### src/hw/stepper_config.svh
`ifndef STEPPER_CONFIG_SVH
`define STEPPER_CONFIG_SVH

// PWM resolution in bits
// 8-bit current drops its low bits to fit
`define CURRENT_BITS 7

// 1 brakes a bridge while its Vref is low
// 0 uses the brake setting alone
`define VREF_OFF_BRAKE 1

// Cycles between step strobes
`define STEP_GAP 4

`endif

### src/hw/stepper_pkg.sv
`default_nettype none

package stepper_pkg;

  // Host command opcodes, 3 bits on the wire
  typedef enum logic [2:0] {
    OP_NOP     = 3'd0, // No effect, acked at once
    OP_ENABLE  = 3'd1, // arg[0] drives the bridges
    OP_BRAKE   = 3'd2, // arg[0] shorts the coils while disabled
    OP_MODE    = 3'd3, // arg[2:0] microsteps, arg[3] dir
    OP_CURRENT = 3'd4, // arg[7:0] coil current
    OP_HOME    = 3'd5, // Phase counter back to origin
    OP_STEP    = 3'd6  // arg[7:0] step count
  } cmd_op_e;

  // Position within one electrical cycle
  // Eight positions, top two bits pick the quadrant
  typedef logic [2:0] phase_t;

  // Microstep mode
  // 0 full, 1 half, 2 quarter
  typedef logic [1:0] microstep_t;

endpackage

`default_nettype wire

### src/hw/hbridge_ctrl_if.sv
`default_nettype none

interface hbridge_ctrl_if
  import stepper_pkg::*;
();

  logic       enable;     // Bridges follow the phase pattern
  logic       brake;      // Coil short while disabled
  logic       dir;        // 1 counts up
  microstep_t microsteps; // Already clamped to 0..2
  logic [7:0] current;    // Full 8-bit setting
  logic       step_stb;   // One cycle per step
  logic       home_stb;   // One cycle, clears phase

  // Command side owns every field
  modport ctrl (
    output enable, brake, dir, microsteps, current,
    output step_stb, home_stb
  );

  // Bridge side only reads
  modport bridge (
    input enable, brake, dir, microsteps, current,
    input step_stb, home_stb
  );

endinterface

`default_nettype wire

### src/hw/pwm.sv
`default_nettype none

`include "stepper_config.svh"

module pwm #(
  parameter int bits = `CURRENT_BITS
) (
  input  logic            step,
  input  logic            rst_n,
  input  logic [bits-1:0] val,  // High cycles per period
  output logic            pwm
);

  // Free-running sawtooth
  // wraps every 2^bits cycles
  logic [bits-1:0] cnt;

  always_ff @(posedge step) begin
    if (!rst_n) begin
      cnt <= '0;
      pwm <= 1'b0;
    end else begin
      cnt <= cnt + 1'b1;  // Natural wrap
      pwm <= (cnt < val); // val of 0 keeps it low
    end
  end

  // Each counter value appears once per period
  // so any full window holds exactly val high cycles

endmodule

`default_nettype wire

### src/hw/motor_regs.sv
`default_nettype none

`include "stepper_config.svh"

module motor_regs
  import stepper_pkg::*;
(
  input  logic         step,
  input  logic         rst_n,
  input  logic         cmd_req,
  input  cmd_op_e      cmd_op,
  input  logic [7:0]   cmd_arg,
  output logic         cmd_ack,
  hbridge_ctrl_if.ctrl ctl
);

  // Gap timer wide enough for STEP_GAP - 1
  localparam int gap_w = $clog2(`STEP_GAP + 1);
  localparam logic [gap_w-1:0] gap_reload = gap_w'(`STEP_GAP - 1);

  typedef enum logic [1:0] {
    IDLE,     // Waiting for cmd_req
    STEPPING, // Emitting step strobes
    ACKED     // Ack high until req drops
  } state_e;

  state_e     state;
  logic [7:0] steps_left; // Strobes still to send
  logic [gap_w-1:0] gap_ct; // Cycles until next strobe
  microstep_t mode_clamped;
  logic       is_step;    // Non-zero STEP request

  // Modes 3..7 fall back to quarter step
  assign mode_clamped = (cmd_arg[2:0] > 3'd2) ? 2'd2 : cmd_arg[1:0];

  // A zero count behaves as a settings command
  assign is_step = (cmd_op == OP_STEP) && (cmd_arg != 8'd0);

  always_ff @(posedge step) begin
    if (!rst_n) begin
      state          <= IDLE;
      cmd_ack        <= 1'b0;
      steps_left     <= '0;
      gap_ct         <= '0;
      ctl.enable     <= 1'b0;
      ctl.brake      <= 1'b0;
      ctl.dir        <= 1'b0;
      ctl.microsteps <= '0;
      ctl.current    <= '0;
      ctl.step_stb   <= 1'b0;
      ctl.home_stb   <= 1'b0;
    end else begin
      // Strobes last one cycle
      ctl.step_stb <= 1'b0;
      ctl.home_stb <= 1'b0;

      case (state)
        IDLE: begin
          if (cmd_req) begin
            if (is_step) begin
              steps_left <= cmd_arg;
              gap_ct     <= '0; // First strobe on next edge
              state      <= STEPPING;
            end else begin
              // Settings land on the same edge as the ack
              cmd_ack <= 1'b1;
              state   <= ACKED;
              case (cmd_op)
                OP_ENABLE:  ctl.enable <= cmd_arg[0];
                OP_BRAKE:   ctl.brake  <= cmd_arg[0];
                OP_MODE: begin
                  ctl.microsteps <= mode_clamped;
                  ctl.dir        <= cmd_arg[3];
                end
                OP_CURRENT: ctl.current  <= cmd_arg;
                OP_HOME:    ctl.home_stb <= 1'b1;
                default: ; // NOP, zero-count STEP, spare code
              endcase
            end
          end
        end

        STEPPING: begin
          if (gap_ct == '0) begin
            ctl.step_stb <= 1'b1;
            steps_left   <= steps_left - 8'd1;
            gap_ct       <= gap_reload;
            // Ack rides on the last strobe
            if (steps_left == 8'd1) begin
              cmd_ack <= 1'b1;
              state   <= ACKED;
            end
          end else begin
            gap_ct <= gap_ct - 1'b1;
          end
        end

        ACKED: begin
          // Hold ack until the host lets go
          if (!cmd_req) begin
            cmd_ack <= 1'b0;
            state   <= IDLE;
          end
        end

        default: state <= IDLE;
      endcase
    end
  end

endmodule

`default_nettype wire

### src/hw/dual_hbridge.sv
`default_nettype none

`include "stepper_config.svh"

module dual_hbridge
  import stepper_pkg::*;
(
  input  logic           step,
  input  logic           rst_n,
  hbridge_ctrl_if.bridge ctl,
  output logic           phase_a1, // Bridge A high side
  output logic           phase_a2, // Bridge A low side
  output logic           phase_b1, // Bridge B high side
  output logic           phase_b2, // Bridge B low side
  output logic           vref_a,   // Current limit A
  output logic           vref_b    // Current limit B
);

  localparam logic vref_brake = 1'(`VREF_OFF_BRAKE);

  phase_t     phase_ct;   // Electrical position
  phase_t     abs_inc;    // 4, 2 or 1
  phase_t     phase_inc;  // Signed step as mod 8 value
  logic [3:0] polarity;   // a1 a2 b1 b2
  logic       brake_a;
  logic       brake_b;
  logic [`CURRENT_BITS-1:0] duty; // Current scaled to PWM width

  // Coarser modes jump further per step
  assign abs_inc   = 3'b100 >> ctl.microsteps;
  assign phase_inc = ctl.dir ? abs_inc : 3'd0 - abs_inc; // Backward wraps mod 8

  always_ff @(posedge step) begin
    if (!rst_n) begin
      phase_ct <= '0;
    end else if (ctl.home_stb) begin
      phase_ct <= '0; // Home wins over a step
    end else if (ctl.step_stb) begin
      phase_ct <= phase_ct + phase_inc;
    end
  end

  // Quadrant only
  // finer positions hold the pattern
  always_comb begin
    case (phase_ct[2:1])
      2'd0:    polarity = 4'b0101;
      2'd1:    polarity = 4'b0110;
      2'd2:    polarity = 4'b1010;
      default: polarity = 4'b1001;
    endcase
  end

  // Low Vref can also short the coil
  assign brake_a = ctl.brake | (vref_brake & ~vref_a);
  assign brake_b = ctl.brake | (vref_brake & ~vref_b);

  // Disabled bridge drives both legs alike
  assign phase_a1 = ctl.enable ? polarity[3] : brake_a;
  assign phase_a2 = ctl.enable ? polarity[2] : brake_a;
  assign phase_b1 = ctl.enable ? polarity[1] : brake_b;
  assign phase_b2 = ctl.enable ? polarity[0] : brake_b;

  // Top bits of the current setting
  assign duty = ctl.current[7 -: `CURRENT_BITS];

  // Same duty on both coils
  pwm #(
    .bits (`CURRENT_BITS)
  ) va (
    .step  (step),
    .rst_n (rst_n),
    .val   (duty),
    .pwm   (vref_a)
  );

  pwm #(
    .bits (`CURRENT_BITS)
  ) vb (
    .step  (step),
    .rst_n (rst_n),
    .val   (duty),
    .pwm   (vref_b)
  );

endmodule

`default_nettype wire

### src/hw/stepper_drive.sv
`default_nettype none

module stepper_drive
  import stepper_pkg::*;
(
  input  logic       step,
  input  logic       rst_n,
  // Host command port, four-phase req/ack
  input  logic       cmd_req,
  input  logic [2:0] cmd_op,
  input  logic [7:0] cmd_arg,
  output logic       cmd_ack,
  // Bridge pins
  output logic       phase_a1,
  output logic       phase_a2,
  output logic       phase_b1,
  output logic       phase_b2,
  output logic       vref_a,
  output logic       vref_b
);

  // Settings and strobes between the two blocks
  hbridge_ctrl_if ctl_if ();

  // Command decode and step pacing
  motor_regs u_regs (
    .step    (step),
    .rst_n   (rst_n),
    .cmd_req (cmd_req),
    .cmd_op  (cmd_op_e'(cmd_op)), // Raw bits to opcode
    .cmd_arg (cmd_arg),
    .cmd_ack (cmd_ack),
    .ctl     (ctl_if.ctrl)
  );

  // Phase counter and drivers
  dual_hbridge u_bridge (
    .step     (step),
    .rst_n    (rst_n),
    .ctl      (ctl_if.bridge),
    .phase_a1 (phase_a1),
    .phase_a2 (phase_a2),
    .phase_b1 (phase_b1),
    .phase_b2 (phase_b2),
    .vref_a   (vref_a),
    .vref_b   (vref_b)
  );

endmodule

`default_nettype wire

### config.mk
export PLATFORM = sky130hd
export DESIGN_NAME = stepper_drive
export DESIGN_NICKNAME = d
export VERILOG_FILES = /design/src/hw/stepper_pkg.sv /design/src/hw/hbridge_ctrl_if.sv /design/src/hw/pwm.sv /design/src/hw/motor_regs.sv /design/src/hw/dual_hbridge.sv /design/src/hw/stepper_drive.sv
export VERILOG_INCLUDE_DIRS = /design/src /design/src/hw
export SDC_FILE = /design/constraint.sdc
export NUM_CORES = 1
export LEC_CHECK = 0
export BUFFER_PORTS_ARGS = -buffer_cell sky130_fd_sc_hd__buf_2
export CORE_MARGIN = 3
export CORE_UTILIZATION = 29
export CTS_CLUSTER_SIZE = 16
export DETAILED_ROUTE_END_ITERATION = 6
export PLACE_DENSITY = 0.41
export RECOVER_POWER = 25
export SETUP_SLACK_MARGIN = 0.02
export SKIP_CTS_REPAIR_TIMING = 1
export SYNTH_ARGS = -nofsm -noshare
export SYNTH_HDL_FRONTEND = slang
export SYNTH_HIERARCHICAL = 1
export SYNTH_SLANG_ARGS = --single-unit
### constraint.sdc
create_clock -name step -period 2.25 [get_ports step]
set_clock_uncertainty 0.15 [all_clocks]
set_input_delay 0 -clock step [delete_from_list [all_inputs] [get_ports step]]
set_output_delay 0 -clock step [all_outputs]
set_load 0.01 [all_outputs]
==> key figures <==
Clocking
  – CTS tree: yes
  – Clock Path Buffers: 2
  – CTS clk-pin slew, worst paths: 0.09 ns
  – # clock sinks: 47
  – TritonCTS Buffers: 5
  – Worst skew pair latency: 0.30 ns
  – Htree depth: 2
  – Root Driver: clkbuf_8

Pwr
  – Power per Cell Area: 547 mW/mm²
  – Internal power: 0.00125 W
  – Max VDD drop: 0.196 mV
  – NetSw: 0.000462 W
  – Comb pwr share: 14.1%
  – Sw frac: 27.0%
  – Sequential share of power: 52.0%
  – Leak: 1.18 nW
  – Clk network pwr share: 33.9%

Routing
  – DRC violations left: 0
  – Final wirelength: 6210 µm
  – Detailed-route via count: 2269
  – Vias per Instance: 4.92
  – Drt first pass iters: 4
  – Wire per inst: 13.5 µm
  – Antenna Nets Post-Route: 0
  – DR iter-0 viols: 109

STA
  – Sum Neg Setup Slack: 0 ns
  – Fmax: 487 MHz
  – Hold WS: -0.0517 ns
  – Final Hold Fails: 5
  – Period minus WS final: 2.05 ns
  – Unrepaired setup endpoints after global routing: no
  – Period utilization: 91.3%
  – Worst Max-Slew Pin Slew: 0.604 ns
  – Final setup fails: 0
  – Slew Viols, Final: 0
  – Slew HR: 59.8%

Floorplan
  – Starting density of the core: 30.4%
  – Rows: 34
  – Die H: 103 µm
  – Die ar.: 0.0105 mm²
  – Core Box Area: 0.00889 mm²
  – Die width: 103 µm
  – IO Pins: 21

GRT
  – Grt ovf: 0
  – Antenna violations before repair: 0
  – Vias in the first global route: 2139
  – Total track usage: 12.8%
  – Largest net degree at the start of global routing: 29
  – First-pass GRT wire length: 10600 µm

Logic synthesis
  – Cells after Synth: 319
  – Mean post-synth cell area: 8.47 µm²
  – Mapped Area: 0.00270 mm²
  – Yosys warnings: 6
  – Syn_nets: 361

Layout
  – Share of layout cells above drive strength 1: 11.9%
  – Layout area overhead: 15.8%
  – N_diodes: 0
  – Fillers: 957
  – Fin nets: 394

Place
  – Post-DP HPWL: 4510 µm
  – Routability congestion estimate from global placement: 0.744
  – Port Buf Inserts: 20

Worst setup path
  – CP startpoint kind: primary input
  – Worst-path fanout max: 14
  – Crit Path Class: primary input to flip-flop
  – CP endpoint kind: flip-flop
  – Worst Path Required: 2.28 ns
  – WP data arrival: 2.08 ns

Run
  – Max-cap viol count: 0

Run status
  – Failing checks: hold timing
  – Status: complete, but fails checks

Min path
  – Hold WC Path Type: primary input to flip-flop
-- final timing paths --
path	to	depth (start not counted)	start	slack [ns]
worst max-delay path	u_regs/steps_left[6]	6	cmd_arg[3]	0.20
worst min-delay path	u_regs/ctl.brake	5	cmd_op[2]	-0.05
worst max register to register	u_bridge/phase_ct[2]	7	u_regs/ctl.microsteps[0]	0.20
worst min register to register	u_regs/steps_left[7]	2	u_regs/steps_left[7]	0.32
-- cells in the final DEF, fill, tap and decap left out, drive strengths merged, types with 8 or more instances in the layout --
cell type,n
a21oi,36
and2,9
buf,24
clkbuf,10
dfxtp,47
dlygate4sd3,11
ha,27
inv,26
nand2,30
nand3,21
nor2,18
nor2b,8
o21ai,8
-- power by group through the flow --
stage	Clock (W)	Sequential, W	Combinational [W]
2_1_floorplan	0	0.000906	0.000147
3_3_place_gp	0	0.000911	0.000230
3_5_place_dp	0	0.000912	0.000230
4_1_cts	0.000620	0.000892	0.000231
5_1_grt	0.000644	0.000895	0.000277
6_report	0.000581	0.000890	0.000241
-- critical path: stages --
cell and delay [ns]:
dlygate4sd3_1 0.52, buf_2 0.15, or4_4 0.57, o211ai_4 0.42, and2_2 0.31, o32ai_1 0.10
-- metal layers --
layer,global-route usage [%],wire length [µm]
met1,18.0,3110
met2,19.8,2820
met4,3.33,72
met3,2.71,215
met5,0,0
-- metrics by stage --
| step | setup slack (ns) | power, W | utilization, % | cells | instance area, µm² |
|---|---|---|---|---|---|
| after global routing | 0.0530 | 0.00182 | 35.2 | 461 | 3130 |
| after global placement | 0.170 | 0.00114 | 32.9 | 442 | 2930 |
| after floorplan | 0.237 | 0.00105 | - | 319 | 2700 |
| after CTS | 0.127 | 0.00174 | 34.1 | 450 | 3030 |
| final | 0.196 | 0.00171 | 35.2 | 461 | 3130 |
| after detailed placement | 0.140 | 0.00114 | 32.9 | 442 | 2930 |
-- flip-flops by register name (all words and copies together) (netlist names) --
name / cells
u_bridge/va/cnt: 7
u_regs/ctl.enable: 1
u_regs/ctl.microsteps: 2
u_regs/cmd_ack: 1
u_regs/gap_ct: 3
u_regs/ctl.home_stb: 1
u_regs/ctl.step_stb: 1
u_regs/ctl.current: 7
u_bridge/vb/pwm: 1
u_regs/steps_left: 8
u_regs/state: 2
u_bridge/phase_ct: 3
u_regs/ctl.dir: 1
u_bridge/vb/cnt: 7
u_bridge/va/pwm: 1
u_regs/ctl.brake: 1
-- area by class of cell --
class | count | area [µm²] | area share [%]
sequential | 47 | 943 | 30.1
clock buffer | 7 | 96.3 | 3.08
inverter | 27 | 101 | 3.24
timing repair buffer | 38 | 259 | 8.28
tap | 108 | 135 | 4.32
multi-input combinational | 233 | 1590 | 50.7
clock inverter | 1 | 7.51 | 0.240
(Power assumes the default switching activity.)
